[src/hw/wb_axi_pkg.sv]
// Shared AXI response codes and fixed burst fields, imported by every bridge RTL module
package wb_axi_pkg;

	////////////////////
	// AXI response codes
	////////////////////

	// Normal completion
	parameter logic [1:0] AXI_RESP_OKAY   = 2'b00;
	// Slave saw the request but could not complete it
	parameter logic [1:0] AXI_RESP_SLVERR = 2'b10;
	// No slave at this address
	parameter logic [1:0] AXI_RESP_DECERR = 2'b11;

	////////////////////
	// Burst fields
	////////////////////

	// Incrementing burst type, the only one issued here
	parameter logic [1:0] AXI_BURST_INCR = 2'b01;
	// AxLEN is beats minus one, so zero means a single beat
	parameter logic [7:0] AXI_LEN_SINGLE = 8'd0;

endpackage
[src/hw/axil_to_axi.sv]
// AXI-lite to full AXI adapter with one-deep request slices and fixed single-beat burst fields
`timescale 1ns/100ps

module axil_to_axi
	import wb_axi_pkg::*;
#(
	parameter int ADDR_WIDTH = 32,
	parameter int DATA_WIDTH = 32,
	parameter int ID_WIDTH   = 4
) (
	input  logic                    i_clk,
	input  logic                    i_reset,
	// AXI-lite requests from control
	input  logic                    i_awvalid,
	output logic                    o_awready,
	input  logic [ADDR_WIDTH-1:0]   i_awaddr,
	input  logic                    i_wvalid,
	output logic                    o_wready,
	input  logic [DATA_WIDTH-1:0]   i_wdata,
	input  logic [DATA_WIDTH/8-1:0] i_wstrb,
	input  logic                    i_arvalid,
	output logic                    o_arready,
	input  logic [ADDR_WIDTH-1:0]   i_araddr,
	// AXI write address
	output logic                    o_m_awvalid,
	input  logic                    i_m_awready,
	output logic [ID_WIDTH-1:0]     o_m_awid,
	output logic [ADDR_WIDTH-1:0]   o_m_awaddr,
	output logic [7:0]              o_m_awlen,
	output logic [2:0]              o_m_awsize,
	output logic [1:0]              o_m_awburst,
	// AXI write data
	output logic                    o_m_wvalid,
	input  logic                    i_m_wready,
	output logic [DATA_WIDTH-1:0]   o_m_wdata,
	output logic [DATA_WIDTH/8-1:0] o_m_wstrb,
	output logic                    o_m_wlast,
	// AXI read address
	output logic                    o_m_arvalid,
	input  logic                    i_m_arready,
	output logic [ID_WIDTH-1:0]     o_m_arid,
	output logic [ADDR_WIDTH-1:0]   o_m_araddr,
	output logic [7:0]              o_m_arlen,
	output logic [2:0]              o_m_arsize,
	output logic [1:0]              o_m_arburst,
	// Write response
	input  logic                    i_m_bvalid,
	output logic                    o_m_bready,
	input  logic [1:0]              i_m_bresp,
	output logic                    o_bvalid,
	input  logic                    i_bready,
	output logic [1:0]              o_bresp,
	// Read response
	input  logic                    i_m_rvalid,
	output logic                    o_m_rready,
	input  logic [DATA_WIDTH-1:0]   i_m_rdata,
	input  logic [1:0]              i_m_rresp,
	output logic                    o_rvalid,
	input  logic                    i_rready,
	output logic [DATA_WIDTH-1:0]   o_rdata,
	output logic [1:0]              o_rresp
);

	// Reads and writes carry distinct fixed IDs
	localparam logic [ID_WIDTH-1:0] WRITE_ID = '0;
	localparam logic [ID_WIDTH-1:0] READ_ID  = ID_WIDTH'(1);
	// Full-width beats
	localparam logic [2:0] BEAT_SIZE = 3'($clog2(DATA_WIDTH/8));

	////////////////////
	// Request slices
	////////////////////

	// Each slice takes a new entry when empty or emptying this cycle
	assign o_awready = !o_m_awvalid || i_m_awready;
	assign o_wready  = !o_m_wvalid || i_m_wready;
	assign o_arready = !o_m_arvalid || i_m_arready;

	always_ff @(posedge i_clk)
		if (i_reset)
		begin
			o_m_awvalid <= 1'b0;
			o_m_wvalid  <= 1'b0;
			o_m_arvalid <= 1'b0;
		end
		else
		begin
			if (o_awready)
				o_m_awvalid <= i_awvalid;
			if (o_wready)
				o_m_wvalid <= i_wvalid;
			if (o_arready)
				o_m_arvalid <= i_arvalid;
		end

	// Payloads follow their own slice's ready
	always_ff @(posedge i_clk)
	begin
		if (o_awready)
			o_m_awaddr <= i_awaddr;
		if (o_wready)
		begin
			o_m_wdata <= i_wdata;
			o_m_wstrb <= i_wstrb;
		end
		if (o_arready)
			o_m_araddr <= i_araddr;
	end

	// Fixed burst fields, one beat of full width
	assign o_m_awid    = WRITE_ID;
	assign o_m_awlen   = AXI_LEN_SINGLE;
	assign o_m_awsize  = BEAT_SIZE;
	assign o_m_awburst = AXI_BURST_INCR;
	assign o_m_wlast   = 1'b1;
	assign o_m_arid    = READ_ID;
	assign o_m_arlen   = AXI_LEN_SINGLE;
	assign o_m_arsize  = BEAT_SIZE;
	assign o_m_arburst = AXI_BURST_INCR;

	////////////////////
	// Responses
	////////////////////

	// Straight through, no added latency
	assign o_bvalid   = i_m_bvalid;
	assign o_bresp    = i_m_bresp;
	assign o_m_bready = i_bready;
	assign o_rvalid   = i_m_rvalid;
	assign o_rdata    = i_m_rdata;
	assign o_rresp    = i_m_rresp;
	assign o_m_rready = i_rready;

endmodule

[config.mk]
export PLATFORM = sky130hd
export DESIGN_NAME = axil_to_axi
export DESIGN_NICKNAME = d
export VERILOG_FILES = /design/src/hw/wb_axi_pkg.sv /design/src/hw/axil_to_axi.sv
export SDC_FILE = /design/constraint.sdc
export NUM_CORES = 1
export LEC_CHECK = 0
export BUFFER_PORTS_ARGS = -buffer_cell sky130_fd_sc_hd__buf_2
export CAP_MARGIN = 10
export CORE_AREA = 2 2 128 130
export CTS_CLUSTER_SIZE = 20
export DETAILED_ROUTE_END_ITERATION = 7
export DIE_AREA = 0 0 130 132
export REMOVE_ABC_BUFFERS = 1
export SYNTH_ARGS = -nofsm -noshare
export SYNTH_HDL_FRONTEND = slang
export SYNTH_SLANG_ARGS = --single-unit
[constraint.sdc]
create_clock -name i_clk -period 1 [get_ports i_clk]
set_clock_uncertainty 0.05 [all_clocks]
set_input_delay 0.15 -clock i_clk [delete_from_list [all_inputs] [get_ports i_clk]]
set_output_delay 0.15 -clock i_clk [all_outputs]
set_load 0.01 [all_outputs]
-- Word level (Yosys, flattened, before mapping)
Index checks and enable logic that the tools add are counted.
- register bits: 103
- word-level logic and storage cells: 13
- reductions and logical operators: 6
- operators with widths (cell ; count):
    $logic_not 1->1 ; 3
    $logic_or 1x1->1 ; 3

-- Depth between registers and ports, before layout
- depth in word-level cells: 2
- mapped depth: 2

-- Worst setup path after synthesis
No wires, ideal clock.
- kind: register to register
- from: register o_m_wvalid
- to: register o_m_wdata[0], enable pin
- library setup time: 0.355 ns
- arrival: 0.674 ns
- path slack: -0.079 ns
- cell stages (with the launch flop): 2
- path buffers: 0
- clock period less this slack: 1.079 ns
- cell sequence: dfxtp_1 > nand2b_4
- longest elaborated chain between the ends: 2
- ends and longest elaborated chain (element ; RTL line ; text):
    start: declaration ; axil_to_axi.sv:33 ; output logic o_m_wvalid,
    start signal: assignment ; axil_to_axi.sv:91 ; o_m_wvalid <= i_wvalid;
    $logic_not 1->1 ; axil_to_axi.sv:76 ; assign o_wready = !o_m_wvalid || i_m_wready;
    $logic_or 1x1->1 ; axil_to_axi.sv:76 ;
    net o_wready ; axil_to_axi.sv:18 ; output logic o_wready,
    end signal: assignment ; axil_to_axi.sv:103 ; o_m_wdata <= i_wdata;
    end: declaration ; axil_to_axi.sv:35 ; output logic [DATA_WIDTH-1:0] o_m_wdata,
The timed path passes the listed nets, and every way through them passes these cells.
A chain may end at the register's enable or synchronous reset.

-- Worst setup path in the final report
- from: register o_m_arvalid
- to: output o_arready
- longest elaborated chain between the ends: 2
- ends and longest elaborated chain (element ; RTL line ; text):
    start: declaration ; axil_to_axi.sv:39 ; output logic o_m_arvalid,
    start signal: assignment ; axil_to_axi.sv:93 ; o_m_arvalid <= i_arvalid;
    $logic_not 1->1 ; axil_to_axi.sv:77 ; assign o_arready = !o_m_arvalid || i_m_arready;
    $logic_or 1x1->1 ; axil_to_axi.sv:77 ;
    end: declaration ; axil_to_axi.sv:22 ; output logic o_arready,
Every way passes these cells.

==> flow_metrics.env <==
export IMPL_startpoint_type="flop"
export IMPL_grt_pass1_vias=2914
export IMPL_timing_final_crit_share=1.20
export IMPL_dp_slack_ns=0.00415
export IMPL_h_tree_depth=3
export IMPL_cp_arrival_ns=1.00
export IMPL_syn_avg_cell_area_um2=19.6
export IMPL_drive_above_1_share=0.510
export IMPL_io_pins=329
export IMPL_dp_hpwl_um=8570
export IMPL_nets=643
export IMPL_yosysWarnings=0
export IMPL_die_h_um=132
export IMPL_synth_distinct_cells=7
export IMPL_post_synth_top_count_cell="edfxtp_1"
export IMPL_synth_edf_count=100
export IMPL_status="complete, but fails checks"
export IMPL_cts_buffers=9
export IMPL_route_detailed_drc=0
export IMPL_hold_viol=0
export IMPL_hp_class="in -> out"
export IMPL_critPathMaxFanout=2
export IMPL_leakage_nw=2.81
export IMPL_ant_nets=0
export IMPL_rows=46
export IMPL_insertion_delay_ns=0.34
export IMPL_wl_um=12300
export IMPL_synthCells=189
export IMPL_rsz0062_at_grt="yes"
export IMPL_clkSinkCount=103
export IMPL_p_total_mw=9.96
export IMPL_maxCapViolCount=0
export IMPL_dieArea_um2=17200
export IMPL_yosysTopAreaCellShare=0.811
export IMPL_cp_required_ns=0.80
export IMPL_violations="negative setup slack"
export IMPL_drt_iter0_drc=65
export IMPL_die_x_um=130
export IMPL_finish_utilization=0.401
export IMPL_yosysSeqAreaShare=0.828
export IMPL_grt_pass1_wl_um=16700
export IMPL_synth_common_cells="edfxtp_1, buf_4"
export IMPL_start_util=0.236
export IMPL_clk_pin_slew_worst_paths_ns=0.07
export IMPL_totalNegativeSetupSlack_ns=-10.58
export IMPL_fmax_ghz=0.834
export IMPL_clock_root_buffer="clkbuf_16"
export IMPL_wl_per_cell_um=17.1
export IMPL_portBuffers=213
export IMPL_synthTopCellsByArea="edfxtp_1, buf_4, dfxtp_1"
export IMPL_fin_crit_ns=1.20
export IMPL_num_vias=2664
export IMPL_power_density_nw_per_um2=1580
export IMPL_fp_coreArea_um2=15700
export IMPL_place_congestion=0.769
export IMPL_synth_top_area_cell="edfxtp_1"
export IMPL_worstSetupEndpointType="output port"
export IMPL_finalMaxSlewViolations=0
export IMPL_setup_violations=186
export IMPL_setup_ws_ns=-0.199
export IMPL_grt_use_total=0.137
export IMPL_firstDrtPassIters=4
export IMPL_grt_antenna_before_repair=1
export IMPL_synth_flop_cell="edfxtp_1"
export IMPL_stdcell_count=717
export IMPL_grt_max_degree=22
export IMPL_async_flop_share=0
export IMPL_irDropWorstVdd_mv=0.761
export IMPL_cts_tree="yes"
export IMPL_critPathKind="reg -> out"
export IMPL_synth_area_um2=3700
export IMPL_area_growth_pct=70.2
export IMPL_ys_ff_latch=103
export IMPL_gr_total_overflow=0
export IMPL_cts_path_max_buffers=2
export IMPL_placedCellCount=583
export IMPL_avgViaCountPerCell=3.72
-- worst max-delay path, stage by stage (launching register included) --
cell      delay [ns]
dfxtp_2         0.35
nand2b_4        0.07
buf_12          0.13
buf_6           0.11
-- per-stage QoR --
| step | area (um^2) | hold WS (ns) |
|---|---|---|
| after CTS | 6180 | 0.250 |
| after global routing | 6300 | 0.250 |
| after global placement | 4690 | 0.250 |
| after detailed placement | 4690 | 0.250 |
| after floorplan | 3260 | 0.169 |
| final | 6300 | 0.250 |
-- state kept, by name (all words and copies together) (netlist names) --
name,flops
o_m_araddr,32
o_m_arvalid,1
o_m_awaddr,32
o_m_awvalid,1
o_m_wdata,32
o_m_wstrb,4
o_m_wvalid,1
-- report_power, final --
part / internal, mW / switching [mW]
clock network: 1.95 / 1.56
registers: 5.06 / 0.0820
logic: 0.727 / 0.580
total: 7.74 / 2.22
-- final timing paths --
check	start	end	slack, ns	depth (start not counted)
worst min register to register	o_m_wvalid$_SDFFE_PP0P_	o_m_wvalid$_SDFFE_PP0P_	0.63	3
worst min-delay path	i_m_rdata[10]	o_rdata[10]	0.25	0
worst max register to register	o_m_wvalid$_SDFFE_PP0P_	o_m_wdata[3]$_DFFE_PP_	-0.10	3
worst max-delay path	o_m_arvalid$_SDFFE_PP0P_	o_arready	-0.20	3
-- area by class of cell --
type / instances / area, um^2
Tap cell: 216 / 270
Timing Repair Buffer: 337 / 2460
Inverter: 3 / 11.3
Clock buffer: 10 / 229
Sequential cell: 103 / 3070
Clock inverter: 6 / 70.1
Antenna cell: 1 / 2.50
Multi-Input combinational cell: 41 / 191
Fill cell: 1468 / 9410
-- placed cells by master (no fill, tap or decap) --
cell type	n
buf_16	2
buf_2	209
inv_1	3
conb_1	35
clkbuf_1	1
edfxtp_1	100
buf_12	4
a21oi_1	2
a21oi_2	1
dfxtp_2	3
clkinvlp_4	3
clkinv_4	1
bufinv_16	1
buf_8	1
inv_6	1
diode_2	1
nand2b_4	3
buf_4	3
dlygate4sd3_1	104
buf_6	11
clkbuf_16	12
-- repair_timing --
| action | in CTS | in global routing |
|---|---|---|
| gates cloned | 2 | 4 |
| hold buffers | 104 | 0 |
| buffers inserted | 6 | 3 |
| endpoints found under the hold margin | 103 | 0 |
| gates resized for setup | 17 | 7 |
| endpoints found under the setup margin | 117 | 206 |
-- cells by family after synthesis --
group                  after synthesis  synth area share
AOI/OAI and AO/OA                    3           0.00406
buffers and inverters               78             0.155
DFF                                103             0.828
other                                2           0.00203
and+or+nand+nor                      3            0.0112
-- per-layer routing --
metal | global-route usage | routed length [um] | up-vias
met5 | 0.0441 | 88 | -
met4 | 0.0460 | 216 | 2
met3 | 0.104 | 1720 | 19
met2 | 0.209 | 5690 | 213
met1 | 0.142 | 4580 | 1248
li1 | - | - | 1182
(Power assumes the default switching activity.)
