File: config.mk
export PLATFORM = sky130hd
export DESIGN_NAME = wb_to_axil
export DESIGN_NICKNAME = d
export VERILOG_FILES = /design/src/hw/wb_axi_pkg.sv /design/src/hw/wb_to_axil.sv
export SDC_FILE = /design/constraint.sdc
export NUM_CORES = 1
export LEC_CHECK = 0
export ABC_AREA = 1
export BUFFER_PORTS_ARGS = -buffer_cell sky130_fd_sc_hd__buf_2
export CAP_MARGIN = 20
export CORE_MARGIN = 3
export CORE_UTILIZATION = 43
export CTS_BUF_LIST = sky130_fd_sc_hd__clkbuf_2
export DETAILED_ROUTE_END_ITERATION = 12
export GPL_TIMING_DRIVEN = 0
export PLACE_DENSITY = 0.82
export SLEW_MARGIN = 0
export SYNTH_ARGS = -nofsm -noshare
export SYNTH_HDL_FRONTEND = slang
export SYNTH_SLANG_ARGS = --single-unit
File: constraint.sdc
create_clock -name i_clk -period 3.35 [get_ports i_clk]
set_input_delay 0 -clock i_clk [delete_from_list [all_inputs] [get_ports i_clk]]
set_output_delay 0 -clock i_clk [all_outputs]
set_load 0.01 [all_outputs]
File: src/hw/wb_axi_pkg.sv
// Shared AXI response codes and fixed burst fields, imported by every bridge RTL module
package wb_axi_pkg;

	////////////////////
	// AXI response codes
	////////////////////

	// Normal completion
	parameter logic [1:0] AXI_RESP_OKAY   = 2'b00;
	// Slave saw the request but could not complete it
	parameter logic [1:0] AXI_RESP_SLVERR = 2'b10;
	// No slave at this address
	parameter logic [1:0] AXI_RESP_DECERR = 2'b11;

	////////////////////
	// Burst fields
	////////////////////

	// Incrementing burst type, the only one issued here
	parameter logic [1:0] AXI_BURST_INCR = 2'b01;
	// AxLEN is beats minus one, so zero means a single beat
	parameter logic [7:0] AXI_LEN_SINGLE = 8'd0;

endpackage
File: src/hw/wb_to_axil.sv
// Control block turning pipelined Wishbone requests into AXI-lite transactions with ack/err return
`timescale 1ns/100ps

module wb_to_axil
	import wb_axi_pkg::*;
#(
	parameter int ADDR_WIDTH = 32,
	parameter int DATA_WIDTH = 32,
	parameter int LGFIFO     = 3
) (
	input  logic                                     i_clk,
	input  logic                                     i_reset,
	// Wishbone pipelined slave
	input  logic                                     i_wb_cyc,
	input  logic                                     i_wb_stb,
	input  logic                                     i_wb_we,
	input  logic [ADDR_WIDTH-$clog2(DATA_WIDTH/8)-1:0] i_wb_addr,
	input  logic [DATA_WIDTH-1:0]                    i_wb_data,
	input  logic [DATA_WIDTH/8-1:0]                  i_wb_sel,
	output logic                                     o_wb_stall,
	output logic                                     o_wb_ack,
	output logic                                     o_wb_err,
	output logic [DATA_WIDTH-1:0]                    o_wb_data,
	// AXI-lite write request
	output logic                                     o_awvalid,
	input  logic                                     i_awready,
	output logic [ADDR_WIDTH-1:0]                    o_awaddr,
	output logic                                     o_wvalid,
	input  logic                                     i_wready,
	output logic [DATA_WIDTH-1:0]                    o_wdata,
	output logic [DATA_WIDTH/8-1:0]                  o_wstrb,
	// AXI-lite write response
	input  logic                                     i_bvalid,
	output logic                                     o_bready,
	input  logic [1:0]                               i_bresp,
	// AXI-lite read request
	output logic                                     o_arvalid,
	input  logic                                     i_arready,
	output logic [ADDR_WIDTH-1:0]                    o_araddr,
	// AXI-lite read response
	input  logic                                     i_rvalid,
	output logic                                     o_rready,
	input  logic [DATA_WIDTH-1:0]                    i_rdata,
	input  logic [1:0]                               i_rresp
);

	// Low byte-address bits below the Wishbone word address
	localparam int WBLSB = $clog2(DATA_WIDTH/8);

	logic                  accept;
	logic                  resp;
	logic                  full;
	logic                  dir_conflict;
	logic                  req_busy;
	logic                  r_we;
	logic [LGFIFO:0]       npending;
	logic [ADDR_WIDTH-1:0] r_addr;

	////////////////////
	// Request side
	////////////////////

	// Responses are always taken, since ack and err are registered
	assign o_bready = 1'b1;
	assign o_rready = 1'b1;

	// Outstanding count at its limit
	assign full = (npending == (LGFIFO+1)'(1 << LGFIFO));
	// Reads and writes never mix while anything is outstanding
	assign dir_conflict = (npending != '0) && (i_wb_we != r_we);
	// A request still held on a channel that will not transfer now
	assign req_busy = (o_awvalid && !i_awready) || (o_wvalid && !i_wready)
		|| (o_arvalid && !i_arready);

	assign o_wb_stall = full || dir_conflict || req_busy;
	assign accept = i_wb_cyc && i_wb_stb && !o_wb_stall;

	// A response of either kind retires one transaction
	assign resp = (i_bvalid && o_bready) || (i_rvalid && o_rready);

	// Direction of whatever is outstanding
	always_ff @(posedge i_clk)
		if (i_reset)
			r_we <= 1'b0;
		else if (accept)
			r_we <= i_wb_we;

	// Count up on acceptance, down on response
	always_ff @(posedge i_clk)
		if (i_reset)
			npending <= '0;
		else
		begin
			case ({accept, resp})
				2'b10: npending <= npending + 1'b1;
				2'b01: npending <= npending - 1'b1;
				default: npending <= npending;
			endcase
		end

	// AW and W go out together the cycle after a write is accepted
	always_ff @(posedge i_clk)
		if (i_reset)
		begin
			o_awvalid <= 1'b0;
			o_wvalid  <= 1'b0;
			o_arvalid <= 1'b0;
		end
		else
		begin
			if (accept && i_wb_we)
				o_awvalid <= 1'b1;
			else if (i_awready)
				o_awvalid <= 1'b0;

			if (accept && i_wb_we)
				o_wvalid <= 1'b1;
			else if (i_wready)
				o_wvalid <= 1'b0;

			if (accept && !i_wb_we)
				o_arvalid <= 1'b1;
			else if (i_arready)
				o_arvalid <= 1'b0;
		end

	// Payload only loads on acceptance, which the stall keeps away from held valids
	always_ff @(posedge i_clk)
		if (accept)
		begin
			r_addr  <= {i_wb_addr, {WBLSB{1'b0}}};
			o_wdata <= i_wb_data;
			o_wstrb <= i_wb_sel;
		end

	// One address register serves both sides, as directions never overlap
	assign o_awaddr = r_addr;
	assign o_araddr = r_addr;

	////////////////////
	// Response side
	////////////////////

	// Any non-OKAY response becomes a bus error
	always_ff @(posedge i_clk)
		if (i_reset)
		begin
			o_wb_ack <= 1'b0;
			o_wb_err <= 1'b0;
		end
		else
		begin
			o_wb_ack <= (i_bvalid && (i_bresp == AXI_RESP_OKAY))
				|| (i_rvalid && (i_rresp == AXI_RESP_OKAY));
			o_wb_err <= (i_bvalid && (i_bresp != AXI_RESP_OKAY))
				|| (i_rvalid && (i_rresp != AXI_RESP_OKAY));
		end

	// Read data lines up with the ack of the same cycle
	always_ff @(posedge i_clk)
		if (i_rvalid)
			o_wb_data <= i_rdata;

endmodule

=== Yosys cells after proc, flatten, opt, wreduce, memory -nomap -nowiden ===
Cells that the tools add are included.

* Register bits after elaboration: 108
* Logic and storage cells: 57

* Add/sub/neg operators: 2
* Equality and inequality tests: 4
* Multiplexer cells: 7
* Reduce and logical (&&, ||, !) cells: 33

{| class="wikitable"
|+ Operators by type and width
! kind !! number
|-
| $logic_and 1x1->1 || 12
|-
| $reduce_bool 2->1 || 6
|-
| $pmux 4 s2 || 1
|-
| $logic_or 1x1->1 || 7
|-
| $mux 1 || 6
|-
| $logic_not 1->1 || 5
|-
| $add 4x1->4 const B || 1
|-
| $eq 4x4->1 const B || 1
|-
| $logic_not 2->1 || 2
|-
| $reduce_bool 4->1 || 1
|-
| $sub 4x1->4 const B || 1
|-
| $eq 2x1->1 const B || 1
|-
| $eq 2x2->1 const B || 1
|-
| $ne 1x1->1 || 1
|}

=== Logic depth before layout (Yosys ltp) ===
Gate-level depths: netlist of run 1.

* Depth after elaboration: 9
* Mapped depth: 14

=== Worst setup path before layout of run 1 ===
OpenSTA, ideal clock, no wires.

* Kind: register to register
* Start: reg o_awvalid
* End: reg r_addr[10], in the netlist o_araddr[10], enable pin
* Arrival: 2048 ps
* Slack: 882 ps
* Stages on the path, launching flop included: 6
* Buffers on the path: 0
* Period minus slack after synthesis: 2468 ps
* Cell sequence: dfxtp_1 nand2_1 nand3_1 nor2_4 nand3_4 inv_1

* Cells in the longest elaborated chain, start to end: 6

{| class="wikitable"
|+ Ends and longest elaborated chain
! item !! line !! text
|-
| from (decl) || wb_to_axil.sv:25 || <nowiki>output logic o_awvalid,</nowiki>
|-
| from (signal assigned) || wb_to_axil.sv:105 || <nowiki>o_awvalid <= 1'b0;</nowiki>
|-
| from (signal assigned) || wb_to_axil.sv:112 || <nowiki>o_awvalid <= 1'b1;</nowiki>
|-
| from (signal assigned) || wb_to_axil.sv:114 || <nowiki>o_awvalid <= 1'b0;</nowiki>
|-
| $logic_and 1x1->1 || wb_to_axil.sv:72 || <nowiki>assign req_busy = (o_awvalid && !i_awready) || (o_wvalid && !i_wready)</nowiki>
|-
| $logic_or 1x1->1 || wb_to_axil.sv:72 ||
|-
| $logic_or 1x1->1 || wb_to_axil.sv:73 || <nowiki>|| (o_arvalid && !i_arready);</nowiki>
|-
| $logic_or 1x1->1 || wb_to_axil.sv:75 || <nowiki>assign o_wb_stall = full || dir_conflict || req_busy;</nowiki>
|-
| $logic_not 1->1 || wb_to_axil.sv:76 || <nowiki>assign accept = i_wb_cyc && i_wb_stb && !o_wb_stall;</nowiki>
|-
| $logic_and 1x1->1 || wb_to_axil.sv:76 ||
|-
| to (signal assigned) || wb_to_axil.sv:131 || <nowiki>r_addr <= {i_wb_addr, {WBLSB{1'b0}}};</nowiki>
|-
| to (decl) || wb_to_axil.sv:57 || <nowiki>logic [ADDR_WIDTH-1:0] r_addr;</nowiki>
|}

No other way between the ends.
A chain may end at the register's enable or synchronous reset.

=== Final worst setup path of run 1 ===
* Start: in i_rresp[0]
* End: reg o_wb_ack

* Cells in the longest elaborated chain, start to end: 3

{| class="wikitable"
|+ Ends and longest elaborated chain
! item !! line !! text
|-
| from (decl) || wb_to_axil.sv:44 || <nowiki>input logic [1:0] i_rresp</nowiki>
|-
| $logic_not 2->1 || wb_to_axil.sv:154 || <nowiki>|| (i_rvalid && (i_rresp == AXI_RESP_OKAY));</nowiki>
|-
| $logic_and 1x1->1 || wb_to_axil.sv:154 ||
|-
| $logic_or 1x1->1 || wb_to_axil.sv:154 ||
|-
| to (signal assigned) || wb_to_axil.sv:153 || <nowiki>o_wb_ack <= (i_bvalid && (i_bresp == AXI_RESP_OKAY))</nowiki>
|-
| to (decl) || wb_to_axil.sv:21 || <nowiki>output logic o_wb_ack,</nowiki>
|}

No other way between the ends.

==> results.yml, run 1 <==
outcome:
  outcome: "complete, no violations"
die:
  initial_core_util_pct: 45.2
  die_w_um: 100
  core-area_um2: 8420
  die_h_um: 100
  ios: 252
  num_rows: 33
  die-area_um2: 10000
drt:
  ant_nets: 0
  wl_um: 12300
  drt_iter0_markers: 63
  firstDrtPassIters: 4
  wl_per_cell_um: 17.5
  vias: 3193
  via_per_inst: 4.53
  drc: 0
timing:
  period_share_pct: 66.6
  tns_ns: 0
  relSlewSlack_pct: 50.0
  period_minus_slack_ns: 2.23
  worst_slew_pin_slew_ns: 0.750
  max_clock_freq_mhz: 448
  hold_violations: 0
  skew_ns: 0.0435
  rsz0062_at_grt: "false"
  drv_slew: 0
  finalSetupViolCount: 0
global_routing:
  grt_max_degree: 39
  grt_pass1_wl_um: 18500
  overflow: 0
  grt_pass1_vias: 3441
  grt_use_total_pct: 24.6
  antenna_found_initial: 0
clock_network:
  cts_setup_buffers: 0
  clock_latency_ns: 0.57
  clk_pin_slew_ns: 0.32
  cts_buffers: 9
  htreeDepth: 3
  cts.path.max_buffers: 2
  cts_root_buf: "clkbuf_2"
  post_cts_resized: 0
  cts_tree: "built"
  clock_sinks: 108
logic_synthesis:
  synth_largest_area_cell: "edfxtp_1"
  synthTopCellsByArea: "edfxtp_1, buf_4, dfxtp_1, nand2_1, inv_1"
  ys_async_sr_fraction_pct: 0
  ys_seq_elements: 108
  yosysSeqAreaShare_pct: 82.5
  ys.flop_type: "edfxtp_1"
  synth.top_cell.area_share_pct: 77.2
  synth_common_cells: "edfxtp_1, buf_4, nand2_1"
  synth.distinct_cells: 22
  synth_edf_count: 98
  syn_inst: 219
  yosysWarnings: 0
  yosysMostFrequentCell: "edfxtp_1"
  synthesis.area_um2: 3810
  syn_area_per_cell_um2: 17.4
finish:
  fillers: 497
  utilization_pct: 76.7
  diodes: 0
  nets: 711
  multi_input_area_um2: 348
  area_delta_synth_final_pct: 69.7
  seqCellArea_um2: 3140
  drive_above_1_share_pct: 51.3
setup_path:
  path_max_fanout: 2
  reg2regPathDepth: 9
  required_ns: 3.85
  cp-start-kind: "input pin"
  crit_type: "in -> reg"
  regToRegEndpoint: "r_we$_SDFFE_PP0N_"
  endpoint_kind: "flip-flop"
  ff2ff_setup_slack_ns: 1.13
  worstSetupStartpoint: "i_rresp[0]"
  regToRegStartpoint: "npending[1]$_SDFFE_PP0P_"
  cp-endpoint: "o_wb_ack$_SDFF_PP0_"
  cp.arrival_ns: 2.73
placed_design:
  dp_hpwl_um: 7640
  gp_congestion: 0.766
  io_buffer_count: 244
power_and_ir_drop:
  power.leakage_nw: 2.95
  cellPowerDensity_nw_per_um2: 451
  worst_ir_drop_vdd_uv: 300
flow_run:
  drv_cap: 0
hold_path:
  hold_path.class: "in -> reg"
  holdPathStages: 2
==> repair_timing <==
action | in CTS | in global routing
endpoints found under the setup margin | 0 | 0
hold buffers | 116 | 0
hold endpoints to repair | 140 | 0
==> placed cells by master, fill, tap and decap left out <==
cell type	n
a21oi_1	9
buf_12	1
buf_2	244
buf_4	36
clkbuf_1	1
clkbuf_2	10
clkinv_2	1
clkinv_8	1
clkinvlp_4	1
conb_1	6
dfxtp_1	10
dlygate4sd3_1	116
edfxtp_1	98
fa_1	1
ha_1	3
inv_1	12
inv_2	4
inv_6	3
nand2_1	19
nand2_2	3
nand3_1	3
nand3_4	1
nand4_1	2
nor2_1	4
nor2_2	1
nor2_4	1
o21ai_0	5
or2_1	1
or2_2	1
xnor2_1	2
==> per-layer routing <==
layer / global-route usage (%) / wire length [um] / share of wire [%]
met2: 45.9 / 6680 / 54
met5: 0 / 0 / 0
met3: 7.78 / 1020 / 8.3
met1: 24.6 / 4150 / 34
met4: 11.4 / 456 / 3.7
==> state kept, by name (all words and copies together), names as in the netlist, 4 cells and up <==
| signal | flops |
|---|---|
| npending | 4 |
| o_araddr | 30 |
| o_wb_data | 32 |
| o_wdata | 32 |
| o_wstrb | 4 |
==> cells by family after synthesis <==
| kind of cell | count (synthesis) | share of synthesized area, % |
|---|---|---|
| other | 2 | 0.197 |
| and+or+nand+nor | 36 | 4.73 |
| DFF | 108 | 82.5 |
| xor gates and xnor gates | 2 | 0.460 |
| adders and majority gates | 4 | 1.51 |
| buffers and inverters | 53 | 8.77 |
| AOI/OAI and AO/OA | 14 | 1.84 |
==> critical path: stages <==
cell and delay, ns:
dlygate4sd3_1 0.55, buf_2 0.13, nor2_1 0.13, dlygate4sd3_1 0.58, nand2_1 0.06, dlygate4sd3_1 0.59
a21oi_1 0.14, dlygate4sd3_1 0.56
==> power breakdown <==
group	switching, mW	internal [mW]	leakage, nW
clock network	0.437	0.115	0.0661
registers	0.0551	1.62	1.00
logic	0.345	0.338	1.88
==> area by class of cell <==
cell class / instances / share of cell area [%]
Buffer: 37 / 4.24
Tap cell: 105 / 2.03
Clock buffer: 10 / 0.774
Timing Repair Buffer: 361 / 37.2
Sequential cell: 108 / 48.6
Clock inverter: 6 / 0.852
Multi-Input combinational cell: 62 / 5.38
Inverter: 16 / 0.929
==> worst min-delay path by stage <==
stage	startpoint	to	slack, ns
3_3_place_gp	i_rdata[2]	o_wb_data[2]$_DFFE_PP_	0.18
2_1_floorplan	i_wb_addr[8]	o_araddr[10]$_DFFE_PN_	0.1
5_1_grt	i_rdata[0]	o_wb_data[0]$_DFFE_PP_	0.03
3_5_place_dp	i_wb_addr[3]	o_araddr[5]$_DFFE_PN_	0.18
4_1_cts	i_wb_data[24]	o_wdata[24]$_DFFE_PN_	0.04
6_report	i_rdata[20]	o_wb_data[20]$_DFFE_PP_	0.11
==> stage by stage <==
step / worst slack, ns / hold WS [ns] / instance area (um^2) / std cells / total power [mW]
2_1_floorplan: 0.882 / 0.0989 / 3820 / 223 / 2.00
5_1_grt: 1.05 / 0.0279 / 6460 / 705 / 3.05
3_3_place_gp: 0.386 / 0.177 / 5180 / 572 / 2.24
4_1_cts: 1.17 / 0.0430 / 6460 / 705 / 2.92
6_report: 1.12 / 0.106 / 6460 / 705 / 2.91
3_5_place_dp: 1.33 / 0.178 / 5200 / 573 / 2.26
No activity file was read; power rests on OpenSTA's default activity.
==> inputs of run 2 (changes only) <==
clock period = 2.15 ns   (was 3.35 ns; I/O delays follow)
==> results.yml, run 2 (synthesis gave the netlist of run 1 again) <==
die:
  die_w_um: 100
  initial_core_util_pct: 45.2
  ios: 252
  die-area_um2: 10000
  num_rows: 33
  die_h_um: 100
  core-area_um2: 8420
timing:
  period_share_pct: 98.1
  holdWs_ns: 0.0905
  worst_slew_pin_slew_ns: 0.750
  skew_ns: 0.0313
  rsz0062_at_grt: "true"
  tns_ns: 0
  relSlewSlack_pct: 50.0
  drv_slew: 0
  hold_violations: 0
  max_clock_freq_mhz: 474
  finalSetupViolCount: 0
  period_minus_slack_ns: 2.11
setup_path:
  ff2ff_setup_slack_ns: 0.04
  regToRegEndpoint: "o_araddr[2]$_DFFE_PN_"
  required_ns: 2.46
  regToRegStartpoint: "r_we$_SDFFE_PP0N_"
  worstSetupStartpoint: "r_we$_SDFFE_PP0N_"
  cp-start-kind: "flip-flop"
  cp-endpoint: "o_araddr[2]$_DFFE_PN_"
  endpoint_kind: "flip-flop"
  crit_type: "reg -> reg"
  reg2regPathDepth: 7
  path_max_fanout: 34
  cp.arrival_ns: 2.42
drt:
  wl_per_cell_um: 18.3
  drc: 0
  via_per_inst: 4.60
  drt_iter0_markers: 92
  ant_nets: 0
  vias: 3246
  wl_um: 12900
  firstDrtPassIters: 4
placed_design:
  place_inst: 573
  dp_hpwl_um: 7750
  io_buffer_count: 244
  gp_congestion: 0.806
global_routing:
  grt_pass1_vias: 3457
  grt_max_degree: 36
  overflow: 0
  antenna_found_initial: 0
  grt_use_total_pct: 25.2
  grt_pass1_wl_um: 18700
power_and_ir_drop:
  p_clk_share_pct: 20.8
  worst_ir_drop_vdd_uv: 482
  p_int_mw: 3.37
  cellPowerDensity_nw_per_um2: 720
  sw_frac_of_total_pct: 28.4
  power.leakage_nw: 2.97
  p_seq_share_pct: 55.6
  pwr-share-comb_pct: 23.5
  p_switching_mw: 1.34
hold_path:
  hold_path.class: "in -> reg"
finish:
  layout.cells.non_filler: 706
  final_common_cell: "buf_2"
  drive_above_1_share_pct: 52.6
  final_cell_mix: "buf_2, dlygate4sd3_1, edfxtp_1"
  diodes: 0
  area_delta_synth_final_pct: 71.4
  nets: 712
clock_network:
  clk_pin_slew_ns: 0.30
  htreeDepth: 3
  cts.path.max_buffers: 2
  clock_latency_ns: 0.56
  cts_tree: "built"
  clock_sinks: 108
  cts_buffers: 9
  cts_root_buf: "clkbuf_2"
flow_run:
  drv_cap: 0
outcome:
  outcome: "complete, no violations"
## run 2: per-layer routing
layer  routed length (um)  track usage (%)  share of wire [%]  vias up
met5                    0                0                  0        -
met4                  422             10.3                3.3        0
met3                 1110             7.57                8.6       37
met2                 7200             48.3                 56      197
met1                 4180             25.0                 32     1522
li1                     -                -                  -     1490
## run 2: worst min path at each step
| stage | from | depth (start not counted) | to | slack (ns) |
|---|---|---|---|---|
| floorplan | i_wb_addr[8] | 0 | o_araddr[10]$_DFFE_PN_ | 0.1 |
| global placement | i_rdata[24] | 1 | o_wb_data[24]$_DFFE_PP_ | 0.18 |
| detailed placement | i_wb_addr[6] | 1 | o_araddr[8]$_DFFE_PN_ | 0.18 |
| CTS | i_wb_data[18] | 2 | o_wdata[18]$_DFFE_PN_ | 0.06 |
| global route | i_rdata[11] | 2 | o_wb_data[11]$_DFFE_PP_ | 0.06 |
| finish | i_wb_cyc | 7 | npending[2]$_SDFFE_PP0P_ | 0.09 |
## run 2: layout make-up
type | count | area (um^2)
repair buffers | 362 | 2410
inverters | 16 | 66.3
clock buffers | 9 | 45.0
plain buffers | 37 | 274
clock inverters | 7 | 81.3
flip-flops and latches | 108 | 3150
fillers | 503 | 1890
well taps | 105 | 131
multi-input cells | 62 | 373
## run 2: worst max-delay path: stages, from the launching register on
cell and delay, ns:
dfxtp_1 0.38, inv_1 0.08, nand2_1 0.06, nand2_1 0.08
nand2_2 0.10, nand3_4 0.12, clkinvlp_4 0.60, buf_12 0.43
## run 2: timing repair
item	in CTS	in global routing
hold buffers	117	0
endpoints found under the setup margin	16	36
buffers inserted	0	1
pin swaps	0	1
resized for setup	2	9
hold endpoints to repair	140	0
## run 2: through the flow
step	worst slack, ns	util (%)	power [mW]	area (um^2)
after CTS	0.0186	77.2	4.69	6500
final	0.0408	77.5	4.71	6530
after floorplan	0.113	-	3.12	3830
after global routing	-0.0845	77.5	4.92	6530
after global placement	-0.339	61.5	3.49	5180
after detailed placement	0.0639	61.7	3.53	5200
## run 2: power groups by stage
stage,combinational (mW),sequential (mW),clock (mW)
final,1.11,2.62,0.979
after global routing,1.20,2.64,1.08
after CTS,1.07,2.61,1.02
after detailed placement,0.882,2.65,0
after global placement,0.841,2.65,0
after floorplan,0.379,2.74,0
==> inputs of run 3 (changes only) <==
ABC_CLOCK_PERIOD_IN_PS = 2500   (was default)
CORE_UTILIZATION = 45   (was 43)
CTS_BUF_LIST = sky130_fd_sc_hd__clkbuf_8   (was sky130_fd_sc_hd__clkbuf_2)
PLACE_DENSITY = 0.85   (was 0.82)
clock period = 2.5 ns   (was 2.15 ns; I/O delays follow)
==> results.yml, run 3 (synthesis gave the netlist of run 1 again) <==
drt:
  firstDrtPassIters: 4
  drc: 0
  ant_nets: 0
  drt_iter0_markers: 88
  vias: 3222
  via_per_inst: 4.62
  wl_um: 12800
  wl_per_cell_um: 18.3
finish:
  nets: 707
  diodes: 0
  drive_above_1_share_pct: 51.5
  utilization_pct: 81.6
  area_delta_synth_final_pct: 70.6
  layout.cells.non_filler: 698
  final_cell_mix: "buf_2, dlygate4sd3_1, edfxtp_1"
  final_common_cell: "buf_2"
timing:
  holdWs_ns: 0.0648
  hold_violations: 0
  relSlewSlack_pct: 50.3
  skew_ns: 0.0133
  tns_ns: 0
  drv_slew: 0
  worst_slew_pin_slew_ns: 0.745
  rsz0062_at_grt: "false"
  timing.final.ws_setup_ns: 0.134
  period_share_pct: 94.6
  finalSetupViolCount: 0
  period_minus_slack_ns: 2.37
  max_clock_freq_mhz: 423
clock_network:
  htreeDepth: 3
  cts_buffers: 9
  cts.path.max_buffers: 2
  cts_tree: "built"
  cts_setup_buffers: 0
  holdBufCountCts: 112
  clk_pin_slew_ns: 0.10
  post_cts_resized: 0
  clock_latency_ns: 0.36
  cts_root_buf: "clkbuf_8"
  clock_sinks: 108
flow_run:
  drv_cap: 0
setup_path:
  ff2ff_setup_slack_ns: 0.43
  crit_type: "in -> reg"
  path_max_fanout: 2
  cp.arrival_ns: 2.65
  required_ns: 2.79
  cp-start-kind: "input pin"
  endpoint_kind: "flip-flop"
placed_design:
  place_inst: 570
  io_buffer_count: 244
  dp_hpwl_um: 7660
  dp_slack_ns: 0.484
  gp_congestion: 0.829
die:
  die-area_um2: 9610
  ios: 252
  die_w_um: 98.0
  core-area_um2: 7970
  num_rows: 32
  die_h_um: 98.0
  initial_core_util_pct: 47.8
outcome:
  outcome: "complete, no violations"
global_routing:
  grt_pass1_vias: 3554
  grt_pass1_wl_um: 19500
  antenna_found_initial: 0
  overflow: 0
  grt_use_total_pct: 26.6
  grt_max_degree: 39
power_and_ir_drop:
  cellPowerDensity_nw_per_um2: 637
  worst_ir_drop_vdd_uv: 390
  power.leakage_nw: 2.96
hold_path:
  hold_path.class: "in -> reg"
-- run 3: cell count changes in the layout (fill, tap and decap cells not counted), moves of 2 or more --
cell           previous run  this run
clkbuf_2                  9         0
clkbuf_8                  0         9
dfxtp_1                   6        10
dlygate4sd3_1           116       112
dfxtp_2                   3         0
inv_2                     2         4
-- run 3: stage by stage --
stage	power, mW	area (um^2)
global route	4.33	6500
CTS	4.14	6500
floorplan	2.68	3820
detailed placement	3.03	5190
finish	4.14	6500
global placement	3.00	5170
-- run 3: layout make-up --
cell class	count	area [um^2]
Timing Repair Buffer	357	2360
Multi-Input combinational cell	62	348
Inverter	16	60.1
Tap cell	102	128
Clock inverter	7	60.1
Buffer	37	274
Sequential cell	108	3140
Fill cell	417	1470
Clock buffer	9	124
-- run 3: report_power, final --
group          internal, mW  switching [mW]
combinational         0.447           0.468
clock                 0.379           0.598
sequential             2.17          0.0742
-- run 3: worst paths after layout --
check                                   to  depth (start not counted)                      from
hold reg to reg   npending[3]$_SDFFE_PP0P_                          2  npending[3]$_SDFFE_PP0P_
setup reg to reg  npending[3]$_SDFFE_PP0P_                         13  npending[0]$_SDFFE_PP0P_
hold / removal           r_we$_SDFFE_PP0N_                          5                   i_wb_we
setup / recovery       o_wb_ack$_SDFF_PP0_                          8                i_bresp[0]
-- run 3: worst max-delay path, stage by stage --
cell	delay, ns
dlygate4sd3_1	0.54
buf_2	0.13
nor2_1	0.08
dlygate4sd3_1	0.56
nand2_1	0.05
dlygate4sd3_1	0.55
a21oi_1	0.16
dlygate4sd3_1	0.58
-- run 3: routing by layer --
| layer | up-vias | share of wire [%] | GRT usage, % |
|---|---|---|---|
| met3 | 26 | 7.5 | 6.86 |
| met2 | 198 | 55 | 49.7 |
| met4 | 0 | 3.1 | 10.3 |
| met5 | - | 0 | 0 |
| li1 | 1468 | - | - |
| met1 | 1530 | 34 | 28.4 |
